File: config.mk
export PLATFORM = sky130hd
export DESIGN_NAME = uart_top
export DESIGN_NICKNAME = d
export VERILOG_FILES = /design/src/verilog/uart_pkg.sv /design/src/verilog/uart_fifo.sv /design/src/verilog/uart_tx.sv /design/src/verilog/uart_rx.sv /design/src/verilog/uart_mem.sv /design/src/verilog/uart_top.sv
export VERILOG_INCLUDE_DIRS = /design/src /design/src/verilog
export SDC_FILE = /design/constraint.sdc
export NUM_CORES = 1
export LEC_CHECK = 0
export BUFFER_PORTS_ARGS = -buffer_cell sky130_fd_sc_hd__buf_2
export CORE_ASPECT_RATIO = 0.9
export CORE_MARGIN = 3
export CORE_UTILIZATION = 25
export DETAILED_ROUTE_END_ITERATION = 16
export PLACE_DENSITY_LB_ADDON = 0.05
export SLEW_MARGIN = 5
export SYNTH_ARGS = -nofsm -noshare
export SYNTH_HDL_FRONTEND = slang
export SYNTH_SLANG_ARGS = --single-unit
File: constraint.sdc
create_clock -name clk -period 3.1 [get_ports clk]
set_clock_uncertainty 0.05 [all_clocks]
set_input_delay 0.155 -clock clk [delete_from_list [all_inputs] [get_ports clk]]
set_output_delay 0.155 -clock clk [all_outputs]
set_load 0.01 [all_outputs]
File: src/verilog/uart_macros.svh
`ifndef UART_MACROS_SVH
`define UART_MACROS_SVH

// register map on the 3-bit bus address
`define UART_BAUD_L_ADDR       3'd0
`define UART_BAUD_H_ADDR       3'd1
`define UART_STATUS_ADDR       3'd2
`define UART_DATA_ADDR         3'd3
`define UART_INT_ADDR          3'd4
`define UART_INT_PENDING_ADDR  3'd5

// bit positions in the interrupt enable and pending registers
`define UART_INT_RX_READY      0
`define UART_INT_TX_EMPTY      1

// default entries per FIFO
`define UART_FIFO_DEPTH        4

`endif

File: src/verilog/uart_pkg.sv
package uart_pkg;

    // one data byte on the bus and on the line
    typedef logic [7:0] uart_byte_t;

    // bit period minus one, in clock cycles
    typedef logic [15:0] baud_div_t;

    // register address on the bus
    typedef logic [2:0] reg_addr_t;

    // receive FIFO payload
    typedef struct packed {
        uart_byte_t data;
        logic       frame_err;      // stop bit read low
    } rx_entry_t;

endpackage : uart_pkg

File: src/verilog/uart_fifo.sv
`timescale 1ns/100ps
`include "uart_macros.svh"

module uart_fifo
#(
    parameter type T     = uart_pkg::uart_byte_t,
    parameter int  DEPTH = `UART_FIFO_DEPTH
)
(
    input  logic clk,
    input  logic rst,
    input  logic i_push,
    input  T     i_data,
    input  logic i_pop,
    output T     o_data,
    output logic o_full,
    output logic o_empty
);
    localparam int AW = (DEPTH > 1) ? $clog2(DEPTH) : 1;
    localparam int CW = $clog2(DEPTH + 1);

    T              mem [DEPTH];
    logic [AW-1:0] wr_ptr;
    logic [AW-1:0] rd_ptr;
    logic [CW-1:0] count;           // occupancy
    logic          do_push;
    logic          do_pop;

    function automatic logic [AW-1:0] next_ptr(input logic [AW-1:0] ptr);
        return (ptr == AW'(DEPTH - 1)) ? '0 : ptr + 1'b1;     // wrap for any depth
    endfunction

    assign o_full  = (count == CW'(DEPTH));
    assign o_empty = (count == '0);
    assign o_data  = mem[rd_ptr];   // head entry

    assign do_pop  = i_pop && !o_empty;
    assign do_push = i_push && (!o_full || do_pop);  // pop frees a slot

    always_ff @(posedge clk)
    begin
        if (do_push)
            mem[wr_ptr] <= i_data;
    end

    always_ff @(posedge clk)
    begin
        if (!rst)
        begin
            wr_ptr <= '0;
            rd_ptr <= '0;
            count  <= '0;
        end
        else
        begin
            if (do_push)
                wr_ptr <= next_ptr(wr_ptr);
            if (do_pop)
                rd_ptr <= next_ptr(rd_ptr);
            case ({do_push, do_pop})
                2'b10:   count <= count + 1'b1;
                2'b01:   count <= count - 1'b1;
                default: count <= count;
            endcase
        end
    end

    // both consumers check empty before popping
    a_pop_not_empty: assert property (@(posedge clk) disable iff (!rst)
        i_pop |-> !o_empty);

    // an entry pushed onto a full FIFO is lost
    a_push_not_full: assert property (@(posedge clk) disable iff (!rst)
        i_push |-> !o_full || i_pop);

endmodule

File: src/verilog/uart_tx.sv
`timescale 1ns/100ps

module uart_tx
(
    input  logic                 clk,
    input  logic                 rst,
    input  uart_pkg::baud_div_t  i_baud_div,
    input  logic                 i_empty,
    input  uart_pkg::uart_byte_t i_data,
    output logic                 o_pop,
    output logic                 o_tx_pin
);
    import uart_pkg::*;

    typedef enum logic {IDLE, SHIFT} tx_state_t;

    tx_state_t  state;
    baud_div_t  baud_cnt;           // cycles left in this bit
    logic [3:0] bit_cnt;            // 0 = start, 9 = stop
    logic [9:0] shift_reg;
    logic       bit_end;

    assign bit_end  = (baud_cnt == '0);
    assign o_pop    = (state == IDLE) && !i_empty;
    assign o_tx_pin = (state == SHIFT) ? shift_reg[0] : 1'b1;   // line idles high

    always_ff @(posedge clk)
    begin
        if (!rst)
        begin
            state    <= IDLE;
            baud_cnt <= '0;
            bit_cnt  <= '0;
        end
        else
        begin
            case (state)
                IDLE:
                begin
                    if (o_pop)
                    begin
                        baud_cnt <= i_baud_div;
                        bit_cnt  <= '0;
                        state    <= SHIFT;  // start bit next cycle
                    end
                end
                SHIFT:
                begin
                    if (bit_end)
                    begin
                        baud_cnt <= i_baud_div;
                        bit_cnt  <= bit_cnt + 4'd1;
                        if (bit_cnt == 4'd9)
                            state <= IDLE;  // stop bit done
                    end
                    else
                    begin
                        baud_cnt <= baud_cnt - 1'b1;
                    end
                end
            endcase
        end
    end

    // frame is stop, data lsb first, start, shifted out from bit 0
    always_ff @(posedge clk)
    begin
        if (o_pop)
            shift_reg <= {1'b1, i_data, 1'b0};
        else if (state == SHIFT && bit_end)
            shift_reg <= {1'b1, shift_reg[9:1]};
    end

    // a frame is at least ten cycles long even at divisor zero
    a_no_pop_in_frame: assert property (@(posedge clk) disable iff (!rst)
        o_pop |=> !o_pop [*10]);

endmodule

File: src/verilog/uart_rx.sv
`timescale 1ns/100ps

module uart_rx
(
    input  logic                 clk,
    input  logic                 rst,
    input  uart_pkg::baud_div_t  i_baud_div,
    input  logic                 i_rx_pin,
    output logic                 o_push,
    output uart_pkg::rx_entry_t  o_entry
);
    import uart_pkg::*;

    typedef enum logic [1:0] {IDLE, START, DATA, STOP} rx_state_t;

    rx_state_t  state;
    logic       rx_q;               // pin after one register
    logic       rx_prev;
    baud_div_t  baud_cnt;
    logic [2:0] bit_cnt;
    uart_byte_t shift_reg;
    logic       sample;

    assign sample = (baud_cnt == '0);

    always_ff @(posedge clk)
    begin
        if (!rst)
        begin
            rx_q    <= 1'b1;
            rx_prev <= 1'b1;
        end
        else
        begin
            rx_q    <= i_rx_pin;
            rx_prev <= rx_q;
        end
    end

    always_ff @(posedge clk)
    begin
        if (!rst)
        begin
            state    <= IDLE;
            baud_cnt <= '0;
            bit_cnt  <= '0;
            o_push   <= 1'b0;
        end
        else
        begin
            o_push <= 1'b0;
            case (state)
                IDLE:
                begin
                    if (rx_prev && !rx_q)
                    begin
                        baud_cnt <= i_baud_div >> 1;    // half period to mid start bit
                        state    <= START;
                    end
                end
                START:
                begin
                    if (!sample)
                    begin
                        baud_cnt <= baud_cnt - 1'b1;
                    end
                    else if (!rx_q)
                    begin
                        baud_cnt <= i_baud_div;
                        bit_cnt  <= '0;
                        state    <= DATA;
                    end
                    else
                    begin
                        state <= IDLE;  // glitch, not a start bit
                    end
                end
                DATA:
                begin
                    if (sample)
                    begin
                        baud_cnt <= i_baud_div;
                        bit_cnt  <= bit_cnt + 3'd1;
                        if (bit_cnt == 3'd7)
                            state <= STOP;
                    end
                    else
                    begin
                        baud_cnt <= baud_cnt - 1'b1;
                    end
                end
                STOP:
                begin
                    if (sample)
                    begin
                        o_push <= 1'b1;     // middle of stop bit
                        state  <= IDLE;
                    end
                    else
                    begin
                        baud_cnt <= baud_cnt - 1'b1;
                    end
                end
            endcase
        end
    end

    always_ff @(posedge clk)
    begin
        if (state == DATA && sample)
            shift_reg <= {rx_q, shift_reg[7:1]};    // lsb arrives first
        if (state == STOP && sample)
        begin
            o_entry.data      <= shift_reg;
            o_entry.frame_err <= !rx_q;             // stop bit should be high
        end
    end

    // the receive FIFO takes one entry per frame
    a_push_single: assert property (@(posedge clk) disable iff (!rst)
        o_push |=> !o_push);

endmodule

File: src/verilog/uart_mem.sv
`timescale 1ns/100ps
`include "uart_macros.svh"

module uart_mem
(
    input  logic                 clk,
    input  logic                 rst,
    input  logic                 i_enable,
    input  logic                 i_wr_en,
    input  uart_pkg::reg_addr_t  i_addr,
    input  uart_pkg::uart_byte_t i_data,
    output logic                 o_ready,
    output uart_pkg::uart_byte_t o_data,
    output logic                 o_irq,
    output logic                 o_tx_push,
    output uart_pkg::uart_byte_t o_tx_data,
    input  logic                 i_tx_full,
    input  logic                 i_tx_empty,
    output logic                 o_rx_pop,
    input  uart_pkg::rx_entry_t  i_rx_entry,
    input  logic                 i_rx_empty,
    output uart_pkg::baud_div_t  o_baud_div
);
    import uart_pkg::*;

    typedef enum logic {ISSUE, RETIRE} bus_state_t;

    bus_state_t state;
    baud_div_t  baud_div;
    logic [1:0] int_enables;
    logic [1:0] int_pending;
    logic [1:0] int_set;            // rising edges this cycle
    logic       rx_avail;
    logic       rx_avail_prev;
    logic       tx_empty_prev;
    logic       issue;
    uart_byte_t status;

    assign rx_avail = !i_rx_empty;
    assign issue    = i_enable && !o_ready && (state == ISSUE);
    assign status   = {5'b0, i_rx_entry.frame_err & rx_avail, i_tx_full, rx_avail};

    assign int_set[`UART_INT_RX_READY] = rx_avail && !rx_avail_prev;
    assign int_set[`UART_INT_TX_EMPTY] = i_tx_empty && !tx_empty_prev;

    assign o_irq      = |(int_enables & int_pending);
    assign o_baud_div = baud_div;

    always_ff @(posedge clk)
    begin
        if (!rst)
        begin
            state         <= ISSUE;
            baud_div      <= '0;
            int_enables   <= '0;
            int_pending   <= '0;
            rx_avail_prev <= 1'b0;
            tx_empty_prev <= 1'b1;  // FIFO starts empty, no edge
            o_ready       <= 1'b0;
            o_tx_push     <= 1'b0;
            o_rx_pop      <= 1'b0;
        end
        else
        begin
            rx_avail_prev <= rx_avail;
            tx_empty_prev <= i_tx_empty;
            int_pending   <= int_pending | int_set;

            if (i_enable && !o_ready)
            begin
                case (state)
                    ISSUE:
                    begin
                        if (i_wr_en)
                        begin
                            case (i_addr)
                                `UART_BAUD_L_ADDR: baud_div[7:0] <= i_data;
                                `UART_BAUD_H_ADDR: baud_div[15:8] <= i_data;
                                `UART_DATA_ADDR:   o_tx_push <= !i_tx_full;  // full drops the byte
                                `UART_INT_ADDR:    int_enables <= i_data[1:0];
                                `UART_INT_PENDING_ADDR:
                                begin
                                    // write ones to clear, a new edge still wins
                                    int_pending <= (int_pending & ~i_data[1:0]) | int_set;
                                end
                                default: ;
                            endcase
                        end
                        else if (i_addr == `UART_DATA_ADDR)
                        begin
                            o_rx_pop <= rx_avail;
                        end
                        state <= RETIRE;
                    end
                    RETIRE:
                    begin
                        o_tx_push <= 1'b0;  // strobes last one cycle
                        o_rx_pop  <= 1'b0;
                        o_ready   <= 1'b1;
                    end
                endcase
            end
            else if (!i_enable)
            begin
                o_ready <= 1'b0;
                state   <= ISSUE;
            end
        end
    end

    // read data and transmit byte, captured at issue
    always_ff @(posedge clk)
    begin
        if (issue)
        begin
            o_tx_data <= i_data;
            if (!i_wr_en)
            begin
                case (i_addr)
                    `UART_BAUD_L_ADDR:      o_data <= baud_div[7:0];
                    `UART_BAUD_H_ADDR:      o_data <= baud_div[15:8];
                    `UART_STATUS_ADDR:      o_data <= status;
                    `UART_DATA_ADDR:        o_data <= rx_avail ? i_rx_entry.data : '0;
                    `UART_INT_ADDR:         o_data <= {6'b0, int_enables};
                    `UART_INT_PENDING_ADDR: o_data <= {6'b0, int_pending};
                    default:                o_data <= '0;
                endcase
            end
        end
    end

    // ready holds until the master has dropped enable
    a_ready_hold: assert property (@(posedge clk) disable iff (!rst)
        $fell(o_ready) |-> $past(!i_enable));

endmodule

File: src/verilog/uart_top.sv
`timescale 1ns/100ps

module uart_top
(
    input  logic                 clk,
    input  logic                 rst,
    input  logic                 i_enable,
    input  logic                 i_wr_en,
    input  uart_pkg::reg_addr_t  i_addr,
    input  uart_pkg::uart_byte_t i_data,
    output logic                 o_ready,
    output uart_pkg::uart_byte_t o_data,
    output logic                 o_irq,
    input  logic                 i_rx_pin,
    output logic                 o_tx_pin
);
    import uart_pkg::*;

    baud_div_t  baud_div;

    logic       tx_push;
    uart_byte_t tx_wr_data;
    logic       tx_pop;
    uart_byte_t tx_head;
    logic       tx_full;
    logic       tx_empty;

    logic       rx_push;
    rx_entry_t  rx_wr_entry;
    logic       rx_pop;
    rx_entry_t  rx_head;
    logic       rx_empty;

    uart_mem u_uart_mem
    (
        .clk        (clk),
        .rst        (rst),
        .i_enable   (i_enable),
        .i_wr_en    (i_wr_en),
        .i_addr     (i_addr),
        .i_data     (i_data),
        .o_ready    (o_ready),
        .o_data     (o_data),
        .o_irq      (o_irq),
        .o_tx_push  (tx_push),
        .o_tx_data  (tx_wr_data),
        .i_tx_full  (tx_full),
        .i_tx_empty (tx_empty),
        .o_rx_pop   (rx_pop),
        .i_rx_entry (rx_head),
        .i_rx_empty (rx_empty),
        .o_baud_div (baud_div)
    );

    uart_fifo #(.T(uart_byte_t)) u_tx_fifo
    (
        .clk     (clk),
        .rst     (rst),
        .i_push  (tx_push),
        .i_data  (tx_wr_data),
        .i_pop   (tx_pop),
        .o_data  (tx_head),
        .o_full  (tx_full),
        .o_empty (tx_empty)
    );

    uart_tx u_uart_tx
    (
        .clk        (clk),
        .rst        (rst),
        .i_baud_div (baud_div),
        .i_empty    (tx_empty),
        .i_data     (tx_head),
        .o_pop      (tx_pop),
        .o_tx_pin   (o_tx_pin)
    );

    uart_rx u_uart_rx
    (
        .clk        (clk),
        .rst        (rst),
        .i_baud_div (baud_div),
        .i_rx_pin   (i_rx_pin),
        .o_push     (rx_push),
        .o_entry    (rx_wr_entry)
    );

    // full is not needed here, the FIFO drops on overflow
    uart_fifo #(.T(rx_entry_t)) u_rx_fifo
    (
        .clk     (clk),
        .rst     (rst),
        .i_push  (rx_push),
        .i_data  (rx_wr_entry),
        .i_pop   (rx_pop),
        .o_data  (rx_head),
        .o_full  (),
        .o_empty (rx_empty)
    );

endmodule

## Word level (Yosys, flattened, before mapping)

Memories as Yosys holds them, arrays and structs flattened. A register that Yosys moved wholly into a read port is not among the register bits.
Cells that the tools add are included.

| word-level totals | value |
|---|---|
| output and inout bits | 11 |
| memories | 2 |
| input port bits | 16 |
| word-level logic and storage cells | 197 |
| RAM bits | 68 |
| register bits | 127 |

| operators by class | value |
|---|---|
| reductions and logical operators | 46 |
| equality and inequality tests | 35 |
| muxes and demuxes | 61 |
| bitwise logic cells | 9 |
| $add $sub $neg | 12 |

Memories:

| name | words | bits a word | read ports | clocked after Yosys merged registers in | write ports | RTL line | text |
|---|---|---|---|---|---|---|---|
| u_rx_fifo.mem | 4 | 9 | 1 | 1 | 1 | uart_fifo.sv:22 | `T mem [DEPTH];` |
| u_tx_fifo.mem | 4 | 8 | 1 | 1 | 1 | uart_fifo.sv:22 |  |

Operator list:

| kind | count |
|---|---|
| $mux 16 | 7 |
| $pmux 16 s4 | 1 |
| $pmux 8 s6 | 1 |
| $mux 2 | 18 |
| $logic_not 16->1 | 2 |
| $pmux 16 s2 | 1 |
| $sub 16x1->16 const B | 2 |
| $mux 9 | 2 |
| $pmux 3 s2 | 3 |
| $mux 1 | 17 |
| $eq 2x2->1 const B | 8 |
| $reduce_and 4->1 | 4 |
| $eq 3x3->1 const B | 5 |
| $ne 2x1->1 const B | 7 |
| $ne 2x2->1 const B | 7 |
| $logic_and 1x1->1 | 13 |
| $add 3x1->3 const B | 3 |
| $logic_not 3->1 | 3 |
| $mux 3 | 3 |
| $reduce_and 3->1 | 3 |
| $add 2x1->2 const B | 4 |
| $logic_not 1->1 | 8 |
| $mux 4 | 2 |
| $mux 8 | 1 |
| 21 further kinds | 38 |

## Longest topological paths before layout

Gate-level depths: netlist (run 1).

| depth | value |
|---|---|
| word-level depth | 8 |
| depth in mapped cells | 9 |
| mapped depth without buffers | 8 |

## Hierarchy

Synthesis (run 1) repeated with hierarchy kept, for this count alone.

| unflattened totals | value |
|---|---|
| cells, all modules | 770 |
| area, all modules | 9,103.7 µm² |

Modules (own cells, without submodules):

| module | area an instance (µm²) | sequential area each (µm²) | cells an instance | times used |
|---|---|---|---|---|
| uart_rx | 2,182.1 | 991.0 | 212 | 1 |
| uart_fifo (u_rx_fifo) | 1,793.0 | 1,261.2 | 103 | 1 |
| uart_mem | 1,793.0 | 1,001.0 | 163 | 1 |
| uart_tx | 1,687.9 | 680.7 | 194 | 1 |
| uart_fifo (u_tx_fifo) | 1,647.8 | 1,141.1 | 98 | 1 |

## Worst setup path after synthesis (run 1)

Ideal clock, no wire load.

| timing path | value |
|---|---|
| kind | reg-to-reg |
| start | reg u_uart_tx.baud_cnt[0] |
| end | reg u_uart_tx.shift_reg[1], enable pin |
| cell stages (with the launch flop) | 8 |
| clock period less this slack | 2.246 ns |
| setup slack | 0.854 ns |
| buffers on the path | 0 |
| data required time | 2.719 ns |
| library setup time | 0.331 ns |
| arrival | 1.865 ns |
| cell sequence | dfxtp_1 -> inv_1 -> ha_1 -> nor3b_1 -> nand2_1 -> o21ai_2 -> nand2_1 -> inv_1 |

| on the way | value |
|---|---|
| cells in the longest elaborated chain, start to end | 3 |

Ends and longest elaborated chain:

| item | RTL line | text |
|---|---|---|
| start, declared | uart_tx.sv:18 | `baud_div_t baud_cnt;` |
| start signal, assigned | uart_tx.sv:42 | `baud_cnt <= i_baud_div;` |
| start signal, assigned | uart_tx.sv:51 | `baud_cnt <= i_baud_div;` |
| start signal, assigned | uart_tx.sv:58 | `baud_cnt <= baud_cnt - 1'b1;` |
| $logic_not 16->1 | uart_tx.sv:23 | `assign bit_end = (baud_cnt == '0);` |
| $logic_and 1x1->1 | uart_tx.sv:70 | `else if (state == SHIFT && bit_end)` |
| $reduce_bool 2->1 (no source line) | - |  |
| end signal, assigned | uart_tx.sv:69 | `shift_reg <= {1'b1, i_data, 1'b0};` |
| end signal, assigned | uart_tx.sv:71 | `shift_reg <= {1'b1, shift_reg[9:1]};` |
| end, declared | uart_tx.sv:20 | `logic [9:0] shift_reg;` |

Every way passes these cells.
A chain may end at the register's enable or synchronous reset.

## Worst setup path after layout (run 1)

| timing path | value |
|---|---|
| start | reg u_uart_tx.state |
| end | reg u_tx_fifo.count[2] |

| on the way | value |
|---|---|
| cells in the longest elaborated chain, start to end | 7 |
| elaborated cells between the ends (all ways) | 9 |
| classes of those cells | 2 x eq/ne; 1 x mux; 1 x bitwise; 5 x reduce/logical |

Ends and longest elaborated chain:

| item | RTL line | text |
|---|---|---|
| start, declared | uart_tx.sv:17 | `tx_state_t state;` |
| start signal, assigned | uart_tx.sv:31 | `state <= IDLE;` |
| start signal, assigned | uart_tx.sv:44 | `state <= SHIFT;` |
| start signal, assigned | uart_tx.sv:54 | `state <= IDLE;` |
| $not 1->1 (*) | uart_tx.sv:24 | `assign o_pop = (state == IDLE) && !i_empty;` |
| $logic_and 1x1->1 (*) | uart_tx.sv:24 |  |
| $logic_and 1x1->1 (*) | uart_fifo.sv:37 | `assign do_pop = i_pop && !o_empty;` |
| $logic_or 1x1->1 | uart_fifo.sv:38 | `assign do_push = i_push && (!o_full \|\| do_pop);` |
| $logic_and 1x1->1 | uart_fifo.sv:38 |  |
| $eq 2x1->1 / $eq 2x2->1 (equally long branches) | uart_fifo.sv:60 | `case ({do_push, do_pop})` |
| $pmux 3 s2 / $reduce_bool 2->1 (equally long branches) | - |  |
| end signal, assigned | uart_fifo.sv:61 | `2'b10: count <= count + 1'b1;` |
| end signal, assigned | uart_fifo.sv:62 | `2'b01: count <= count - 1'b1;` |
| end signal, assigned | uart_fifo.sv:63 | `default: count <= count;` |
| end, declared | uart_fifo.sv:25 | `logic [CW-1:0] count;` |

Mark *: on every way between the ends. The rest lies on a longest branch, timed or not.

==> summary.txt, run 1 <==
Power
  – Register share of total power: 0.386
  – Power Total: 8.80 mW
  – Worst IR Drop VDD: 381 uV
  – Net Sw Power: 3.45 mW
  – Pwr/cell area: 860 nW/um^2
  – Clock share of power: 0.243
  – Comb pwr share: 0.372
  – Cell-internal power: 5.35 mW
  – Sw Ratio: 0.392
  – LEAKAGE: 3.52 nW

Floorplanning
  – Core ar.: 34400 um^2
  – Die area: 37700 um^2
  – Chip height: 184 um
  – I/O pin count: 27
  – Die X: 204 um
  – Rows: 64
  – Initial Utilization: 0.257

Critical path
  – Crit Path Max Fanout: 11
  – Worst path cell trace: nor2_1 -> nand2_1 -> fa_1 -> and4_1 -> a21oi_1 -> xor2_1 -> nor2_1
  – Crit path launch: u_uart_tx.state
  – Slowest CP cell: nor2_1
  – CP most frequent cell: nor2_1
  – R2R setup slack: 0.52 ns
  – CP Launch Type: flip-flop
  – CP arrival: 2.81 ns
  – CP Class: flip-flop to flip-flop
  – Critical Path RT: 3.33 ns
  – Worst R2R End: u_tx_fifo.count[2]
  – WP depth: 7
  – CP Capture Point: u_tx_fifo.count[2]
  – Critical path capture point type: flip-flop
  – Max incr delay on CP: 0.69 ns
  – Reg-to-Reg Start: u_uart_tx.state
  – CP delay by family, top: simple AND/OR/NAND/NOR gates
  – Worst Reg-to-Reg Cells: 7
  – WP buf/inv: 0

Yosys
  – Largest family of logic cells by synthesized area: simple AND/OR/NAND/NOR gates
  – Syn Nets: 824
  – Synth Register Bits: 199
  – Cell Area, Synth: 8840 um^2
  – Sequential fraction of the synthesis area: 0.574
  – Mux contribution to synthesized area: 0.0645
  – EDFF count, synth: 109
  – Xor/xnor share of the synthesized area: 0.0137
  – Syn_area_per_cell: 11.2 um^2
  – Top cell type's share of synthesized area: 0.370
  – Synth Area in Compound Gates: 0.135
  – Main synth FF type: edfxtp_1
  – Yosys top cell by area: edfxtp_1
  – Area share of fa/ha/maj cells after synthesis: 0.0328
  – Synth Instances: 786
  – YS warnings: 0
  – Simple-gate share of the synthesized area: 0.149
  – Synth top area cells: edfxtp_1 (37%), dfxtp_1 (20%), mux4_2 (4.8%)
  – Ys async rst share: 0
  – Netlist cell types: 73

Global routing
  – Pin count of the biggest net entering global routing: 40
  – Total gr overflow: 0
  – Total track usage: 0.134
  – First-pass GRT wire length: 38000 um
  – Initial antenna violation count: 0
  – Vias in the first global route: 6260

Clock tree
  – Post-CTS resize count: 0
  – Clk root buf: clkbuf_16
  – Clock slew at reported path FFs: 0.08 ns
  – # H-tree levels: 4
  – CTS tree: built
  – Longest Clk Path Bufs: 2
  – Clock sink count: 199
  – CTS Buf Count: 17
  – Clock Latency Late Sink: 0.43 ns

Route
  – Drt pass-1 iters: 7
  – Vias per cell: 4.92
  – WL final: 24700 um
  – 1st-iter DRT viols: 383
  – Via count: 6381
  – Met3 WL: 1050 um
  – DR WL/cell: 19.0 um
  – DRC Markers: 0
  – Met1 WL: 11200 um
  – Final ANT Viol Nets: 0
  – Met2 wire len: 11900 um
  – Top sig layer: met4

Place
  – GP Congestion: 0.754
  – Post-Place Cells: 1254
  – DP HPWL: 16800 um
  – I/O Buffers: 26

Finish
  – Most flop-heavy register: u_rx_fifo.mem
  – Fin cells: 1297
  – Biggest registers after layout: u_rx_fifo.mem (36), u_tx_fifo.mem (32)
  – Most frequent cells in the layout: edfxtp_1 (109), dfxtp_1 (90), nand2_1 (69), a21oi_1 (54), nor2_1 (52)
  – Diode count: 0
  – Most common cell after layout, fill and taps aside: edfxtp_1
  – Area growth syn-to-layout: 15.8%
  – Max FFs per register: 36
  – Layout net count: 860
  – Share of layout cells above drive strength 1: 0.134

Timing
  – Actual slew at the worst max-slew pin: 1.06 ns
  – Setup TNS: 0 ns
  – F_max: 388 MHz
  – Worst hold slack: 0.158 ns
  – Final period util: 0.832
  – RSZ-0062 raised after global routing: no
  – Final setup viols: 0
  – Final Slew Violations: 0
  – Final min period: 2.58 ns
  – Relative slew slack: 0.296
  – Final hold viol count: 0

Hold path
  – Worst hold path class: primary input to flip-flop
  – Hold depth: 2

Flow run
  – Max-Cap Viols: 0

Run status
  – Status: complete, no violations
-- cells in the mapped netlist, drive strengths merged (5+ instances only) --
| library cell | n |
|---|---|
| or3 | 6 |
| clkbuf | 31 |
| xnor2 | 7 |
| nor4 | 12 |
| nor2 | 52 |
| or4 | 6 |
| edfxtp | 109 |
| inv | 30 |
| nand3 | 45 |
| a22oi | 7 |
| nand2 | 69 |
| o31ai | 8 |
| o21ai | 38 |
| a22o | 9 |
| a21oi | 55 |
| nand3b | 5 |
| xor2 | 6 |
| mux4 | 19 |
| nand2b | 7 |
| mux2i | 12 |
| ha | 20 |
| dfxtp | 90 |
| and2 | 14 |
| nor3 | 25 |
| a31oi | 14 |
| o211ai | 7 |
| a221oi | 6 |
| buf | 8 |
-- power by group through the flow --
stage	logic [mW]	clock network, mW	registers, mW
floorplan	2.38	0	3.31
global placement	3.25	0	3.45
detailed placement	3.27	0	3.45
CTS	3.30	2.21	3.39
global route	3.65	2.32	3.44
finish	3.27	2.14	3.39
-- worst min-delay path by stage --
stage	from	endpoint	slack, ns
finish	i_addr[1]	u_uart_mem.o_data[0]	0.16
global route	i_addr[1]	u_uart_mem.o_data[2]	0.18
CTS	i_addr[1]	u_uart_mem.o_data[0]	0.13
detailed placement	i_rx_pin	u_uart_rx.rx_q	0.29
global placement	i_rx_pin	u_uart_rx.rx_q	0.29
floorplan	i_data[0]	u_uart_mem.o_tx_data[0]	0.20
-- layout make-up --
cell class | instances | area [um^2]
inverter | 32 | 120
sequential | 199 | 5070
timing repair buffer | 56 | 395
fill | 3529 | 24200
clock inverter | 15 | 131
tap | 462 | 578
clock buffer | 17 | 425
multi-input combinational | 516 | 3510
-- metrics by stage --
step                area [um^2]  utilization  worst slack [ns]
global route              10200        0.297             0.274
CTS                       10200        0.297             0.453
floorplan                  8840            -             0.854
finish                    10200        0.297             0.521
detailed placement         9570        0.278             0.475
global placement           9570        0.278             0.570
-- timing repair --
action	CTS	global route
endpoints found under the hold margin	27	0
hold buffers	11	0
setup buffers	0	0
-- logic make-up (layout without fill, tap and decap cells) --
group                      count (synthesis)  after routing
and+or+nand+nor                          266            266
DFF                                      199            199
AOI/OAI and AO/OA                        182            182
buffers and inverters                     71            120
muxes                                     33             33
adders and majority gates                 22             22
xor gates and xnor gates                  13             13
-- layer usage --
layer  global-route usage  vias to the layer above
li1                     -                     3035
met1                0.176                     3174
met2                0.224                      146
met3               0.0265                       26
met4               0.0410                        0
met5                    0                        -
Power figures use the tool's default switching activity.
==> inputs of run 2 (changes only) <==
--- a/config.mk
+++ b/config.mk
@@ -6,6 +6,7 @@
 export SDC_FILE = /design/constraint.sdc
 export NUM_CORES = 1
 export LEC_CHECK = 0
+export ABC_AREA = 1
 export BUFFER_PORTS_ARGS = -buffer_cell sky130_fd_sc_hd__buf_2
 export CORE_ASPECT_RATIO = 0.9
 export CORE_MARGIN = 3
==> constraint.sdc (replaced) <==
create_clock -name clk -period 2.5 [get_ports clk]
set_clock_uncertainty 0.05 [all_clocks]
set_input_delay 0.125 -clock clk [delete_from_list [all_inputs] [get_ports clk]]
set_output_delay 0.125 -clock clk [all_outputs]
set_load 0.01 [all_outputs]
==> run 2 against run 1 <==
Net effect: count of clock-buffer cells in the layout unchanged; global-route usage up 0.30 points; utilization up 0.26 points; non-clock buffer count up 10; synthesized area up 3.0%; register-to-register slack worse by 0.22 ns; die area up 2.9%; sequential share of layout area down 1.8 points; critical path type unchanged; largest cell class unchanged; largest power group is now combinational logic; highest routed layer unchanged.
==> summary.txt, run 2 <==
Run status
  – Status: complete, no violations

Timing
  – Final worst-path setup slack: 0.298 ns
  – Setup TNS: 0 ns
  – Final setup viols: 0
  – Final Slew Violations: 0
  – Actual slew at the worst max-slew pin: 0.593 ns
  – RSZ-0062 raised after global routing: no
  – Relative slew slack: 0.604
  – Final hold viol count: 0
  – Final period util: 0.881
  – F_max: 454 MHz
  – Final min period: 2.20 ns

Finish
  – Max FFs per register: 36
  – Diode count: 0
  – Layout net count: 1140
  – Share of layout cells above drive strength 1: 0.0933
  – Most flop-heavy register: u_rx_fifo.mem
  – Design area: 10600 um^2
  – Area growth syn-to-layout: 16.8%
  – Biggest registers after layout: u_rx_fifo.mem (36), u_tx_fifo.mem (32)
  – Most common cell after layout, fill and taps aside: nand2_1
  – Most frequent cells in the layout: nand2_1 (254), nor2_1 (116), inv_1 (112), edfxtp_1 (109), o21ai_0 (92)
  – Fillers: 3831
  – Fin util: 0.300

Hold path
  – Worst hold path class: primary input to flip-flop

Clock tree
  – Clk root buf: clkbuf_16
  – Longest Clk Path Bufs: 2
  – CTS Buf Count: 17
  – # H-tree levels: 4
  – Clock sink count: 199
  – Post-CTS resize count: 0
  – Post-CTS Setup Repair Bufs: 0
  – CTS tree: built
  – Clock Latency Late Sink: 0.44 ns
  – Post-CTS Hold Buffers: 12
  – Clock slew at reported path FFs: 0.08 ns

Yosys
  – Cell Area, Synth: 9110 um^2
  – Top cell type's share of synthesized area: 0.359
  – Ys async rst share: 0
  – Syn_area_per_cell: 8.72 um^2
  – Sequential fraction of the synthesis area: 0.557
  – Yosys top cell by area: edfxtp_1
  – Syn Nets: 1082
  – Synth Register Bits: 199
  – EDFF count, synth: 109
  – Synth Instances: 1044
  – Netlist cell types: 47
  – Synth cell count leaders: nand2_1 (254), nor2_1 (116), inv_1 (112), edfxtp_1 (109), o21ai_0 (92)
  – Synth top area cells: edfxtp_1 (36%), dfxtp_1 (20%), nand2_1 (10%)
  – YS warnings: 0
  – Main synth FF type: edfxtp_1
  – Most common cell in the netlist: nand2_1

Critical path
  – Crit Path Max Fanout: 13
  – CP delay by family, top: simple AND/OR/NAND/NOR gates
  – CP Launch Type: flip-flop
  – Critical Path RT: 2.75 ns
  – Worst path cell trace: inv_1 -> ha_1 -> nand4_2 -> nor3_1 -> nand3_1 -> nand2_1 -> buf_4 -> inv_1 -> nand2_1 -> a21oi_1
  – Slowest CP cell: nor3_1
  – CP arrival: 2.46 ns
  – Critical path capture point type: flip-flop
  – Max incr delay on CP: 0.38 ns
  – WP buf/inv: 3
  – CP Class: flip-flop to flip-flop

Global routing
  – Met3 global-route usage: 0.0211
  – Total track usage: 0.137
  – Vias in the first global route: 6746
  – Met2 GRT Util: 0.224
  – Met1 Use GR: 0.191
  – Total gr overflow: 0
  – First-pass GRT wire length: 41100 um
  – Initial antenna violation count: 1
  – GR peak layer: met2
  – Pin count of the biggest net entering global routing: 26

Place
  – I/O Buffers: 26
  – Dpl ws: 0.333 ns
  – Area after DPL: 9910 um^2
  – GP Congestion: 0.771
  – DP HPWL: 18800 um

Route
  – Vias per cell: 4.38
  – Final ANT Viol Nets: 0
  – Drt pass-1 iters: 5
  – WL final: 26400 um
  – 1st-iter DRT viols: 411
  – DR WL/cell: 16.7 um
  – Via count: 6942
  – DRC Markers: 0

Power
  – Pwr/cell area: 1100 nW/um^2
  – Comb pwr share: 0.389
  – LEAKAGE: 4.29 nW
  – Clock share of power: 0.247
  – Cell-internal power: 6.84 mW
  – Net Sw Power: 4.89 mW
  – Sw Ratio: 0.417
  – Worst IR Drop VDD: 485 uV
  – Register share of total power: 0.364

Floorplanning
  – Initial Utilization: 0.257
  – Die area: 38800 um^2
  – Chip height: 187 um
  – Rows: 65
  – Core ar.: 35500 um^2
  – I/O pin count: 27
  – Die X: 207 um

Flow run
  – Max-Cap Viols: 0
-- run 2: changes by cell type in the layout (fill, tap and decap cells not counted), sizes merged, moves of 11 or more --
cell / previous run / this run
a31oi: 14 / 1
and2: 14 / 1
inv: 39 / 120
mux2i: 12 / 0
mux4: 19 / 0
nand2: 69 / 257
nand3: 45 / 66
nor2: 52 / 120
nor3: 25 / 8
nor4: 12 / 1
o21ai: 38 / 97
-- run 2: power groups by stage --
stage | combinational [mW] | clock, mW | sequential, mW
after global routing | 5.32 | 3.13 | 4.34
after CTS | 4.65 | 3.00 | 4.27
after detailed placement | 4.61 | 0 | 4.35
after global placement | 4.63 | 0 | 4.36
final | 4.56 | 2.90 | 4.27
after floorplan | 3.45 | 0 | 4.22
-- run 2: cell families (layout without fill, tap and decap cells) --
group           after synthesis  count (layout)  share of synthesized area
compound gates              197             197                      0.120
xor+xnor                     18              18                     0.0173
fa+ha+maj                    22              22                     0.0319
buf+inv                     143             214                     0.0620
flops                       199             199                      0.557
simple gates                465             465                      0.212
-- run 2: routing by layer --
metal,vias to the layer above,share of wire
met3,20,0.022
met4,0,0.013
met1,3239,0.50
li1,3601,-
met2,82,0.46
met5,-,0
-- run 2: worst paths after layout --
check	start	endpoint	slack, ns	cells past startpoint
max	u_uart_tx.baud_cnt[0]	u_uart_tx.bit_cnt[1]	0.30	10
min	i_addr[2]	u_uart_mem.int_enables[0]	0.12	4
max reg2reg	u_uart_tx.baud_cnt[0]	u_uart_tx.bit_cnt[1]	0.30	10
min reg2reg	u_uart_rx.shift_reg[0]	u_uart_rx.o_entry[1]	0.38	0
-- run 2: per-stage QoR --
stage,power [mW],hold WS [ns],std cells
4_1_cts,11.9,0.0896,1584
2_1_floorplan,7.67,0.174,1044
5_1_grt,12.8,0.170,1584
3_5_place_dp,8.95,0.280,1540
6_report,11.7,0.124,1584
3_3_place_gp,8.99,0.281,1540
-- run 2: layout make-up --
| cell class | count | area (um^2) | share of cell area |
|---|---|---|---|
| Sequential cell | 199 | 5070 | 0.477 |
| Multi-Input combinational cell | 702 | 3470 | 0.326 |
| Tap cell | 469 | 587 | 0.0552 |
| Timing Repair Buffer | 66 | 460 | 0.0433 |
| Inverter | 116 | 438 | 0.0412 |
| Clock buffer | 17 | 425 | 0.0400 |
| Clock inverter | 15 | 181 | 0.0171 |
-- run 2: worst min-delay path, stage by stage --
cell and delay (ns):
buf_2 0.13, nand2_1 0.10, nor2_1 0.08, a21oi_1 0.13
==> inputs of run 3 (changes only) <==
--- a/config.mk
+++ b/config.mk
@@ -6,7 +6,7 @@
 export SDC_FILE = /design/constraint.sdc
 export NUM_CORES = 1
 export LEC_CHECK = 0
-export ABC_AREA = 1
+export ABC_AREA = 0
 export BUFFER_PORTS_ARGS = -buffer_cell sky130_fd_sc_hd__buf_2
 export CORE_ASPECT_RATIO = 0.9
 export CORE_MARGIN = 3
==> run 3 against run 2 <==
Net effect: highest routed layer unchanged; first-iteration DRC count decreased by 25%; critical endpoint is now u_uart_rx.baud_cnt[6]; largest cell class unchanged; total power decreased by 3.7%; sequential cell count is the same; setup slack lost 0.12 ns; global-route usage up 0.22 points.
==> summary.txt, run 3 (same netlist as run 1, synthesis figures left out) <==
Route
  – Via count: 6525
  – 1st-iter DRT viols: 310
  – Drt pass-1 iters: 5
  – Vias per cell: 4.95
  – Final ANT Viol Nets: 0
  – DRC Markers: 0
  – WL final: 25600 um
  – DR WL/cell: 19.4 um

Critical path
  – CP Launch Type: flip-flop
  – Critical Path RT: 2.81 ns
  – Crit Path Max Fanout: 8
  – Worst Reg-to-Reg Cells: 7
  – Critical path capture point type: flip-flop
  – Crit path launch: u_uart_rx.baud_cnt[0]
  – CP arrival: 2.63 ns
  – Reg-to-Reg Start: u_uart_rx.baud_cnt[0]
  – CP Class: flip-flop to flip-flop

Global routing
  – Total track usage: 0.139
  – Initial antenna violation count: 0
  – Pin count of the biggest net entering global routing: 36
  – First-pass GRT wire length: 39500 um
  – Total gr overflow: 0
  – Vias in the first global route: 6646

Finish
  – Layout net count: 880
  – Most frequent cells in the layout: edfxtp_1 (109), dfxtp_1 (90), nand2_1 (69), a21oi_1 (53), nor2_1 (52)
  – Max FFs per register: 36
  – Diode count: 0
  – Fin cells: 1317
  – Share of layout cells above drive strength 1: 0.158
  – Area growth syn-to-layout: 17.7%
  – Biggest registers after layout: u_rx_fifo.mem (36), u_tx_fifo.mem (32)
  – Most flop-heavy register: u_rx_fifo.mem
  – Most common cell after layout, fill and taps aside: edfxtp_1
  – Fin util: 0.302

Floorplanning
  – Initial Utilization: 0.257
  – Rows: 64
  – Chip height: 184 um
  – Die X: 204 um
  – I/O pin count: 27
  – Core ar.: 34400 um^2
  – Die area: 37700 um^2

Clock tree
  – Clock slew at reported path FFs: 0.07 ns
  – Longest Clk Path Bufs: 2
  – CTS Buf Count: 17
  – Clock Latency Late Sink: 0.44 ns
  – CTS tree: built
  – Clock sink count: 199
  – Post-CTS Setup Repair Bufs: 0
  – # H-tree levels: 4
  – Clk root buf: clkbuf_16

Place
  – Post-Place Cells: 1274
  – DP HPWL: 17600 um
  – GP Congestion: 0.774
  – I/O Buffers: 26

Flow run
  – Max-Cap Viols: 0

Power
  – Power Total: 11.3 mW
  – Pwr/cell area: 1090 nW/um^2
  – Worst IR Drop VDD: 436 uV
  – LEAKAGE: 3.62 nW

Timing
  – Worst hold slack: 0.110 ns
  – Final min period: 2.32 ns
  – Final hold viol count: 0
  – Final Slew Violations: 0
  – Final setup viols: 0
  – Actual slew at the worst max-slew pin: 0.912 ns
  – Setup TNS: 0 ns
  – Relative slew slack: 0.391
  – Final period util: 0.929
  – RSZ-0062 raised after global routing: no
  – F_max: 431 MHz

Run status
  – Status: complete, no violations

Hold path
  – Worst hold path class: primary input to flip-flop
  – Hold depth: 2
  – Hold_sp: i_addr[1]
run 3: cell types whose count changed in the layout (fill, tap and decap cells not counted), sizes merged, moves of 9 or more:
cell   before  now
nand2     257   69
mux2i       0   12
a31oi       1   14
nand3      66   45
mux4        0   19
inv       120   35
buf        54   65
nor2      120   52
a22o        0    9
o21ai      97   38
and2        1   14
nor3        8   25
nor4        1   12
run 3: routing by layer:
metal | routed length (um) | global-route usage | vias to the layer above
li1 | - | - | 3072
met1 | 11600 | 0.184 | 3251
met2 | 12000 | 0.224 | 166
met3 | 1220 | 0.0291 | 36
met4 | 759 | 0.0561 | 0
met5 | 0 | 0 | -
run 3: cell type report:
| cell class | instances | area (um^2) |
|---|---|---|
| Sequential cell | 199 | 5070 |
| Timing Repair Buffer | 76 | 546 |
| Multi-Input combinational cell | 516 | 3530 |
| Tap cell | 462 | 578 |
| Clock inverter | 15 | 126 |
| Fill cell | 3519 | 24000 |
| Clock buffer | 17 | 425 |
| Inverter | 32 | 120 |
run 3: final timing paths:
check,slack [ns],end
worst min register to register,0.38,u_uart_rx.o_entry[1]
worst min-delay path,0.11,u_uart_mem.o_data[0]
worst max register to register,0.18,u_uart_rx.baud_cnt[6]
worst max-delay path,0.18,u_uart_rx.baud_cnt[6]
run 3: metrics by stage:
| stage | instance area, um^2 | setup WS (ns) |
|---|---|---|
| after floorplan | 8840 | 0.254 |
| after global placement | 9720 | 0.141 |
| after detailed placement | 9720 | 0.0270 |
| after CTS | 10400 | 0.0119 |
| after global routing | 10400 | 0.0452 |
| final | 10400 | 0.178 |
run 3: where the power goes:
part | leakage (nW) | switching [mW] | internal [mW]
Combinational | 1.62 | 2.73 | 1.72
Clock | 0.269 | 1.29 | 1.38
Sequential | 1.73 | 0.340 | 3.84
run 3: timing repair:
| item | in CTS | in global routing |
|---|---|---|
| hold buffers | 11 | 0 |
| hold endpoints to repair | 31 | 0 |
| endpoints found under the setup margin | 0 | 62 |
| resized for setup | 0 | 6 |
run 3: critical path: stages, from the launching register on:
cell	delay [ns]
dfxtp_1	0.34
inv_1	0.08
ha_1	0.22
or4b_4	0.55
or3_1	0.32
a221oi_1	0.30
o311ai_0	0.19
a21oi_1	0.19
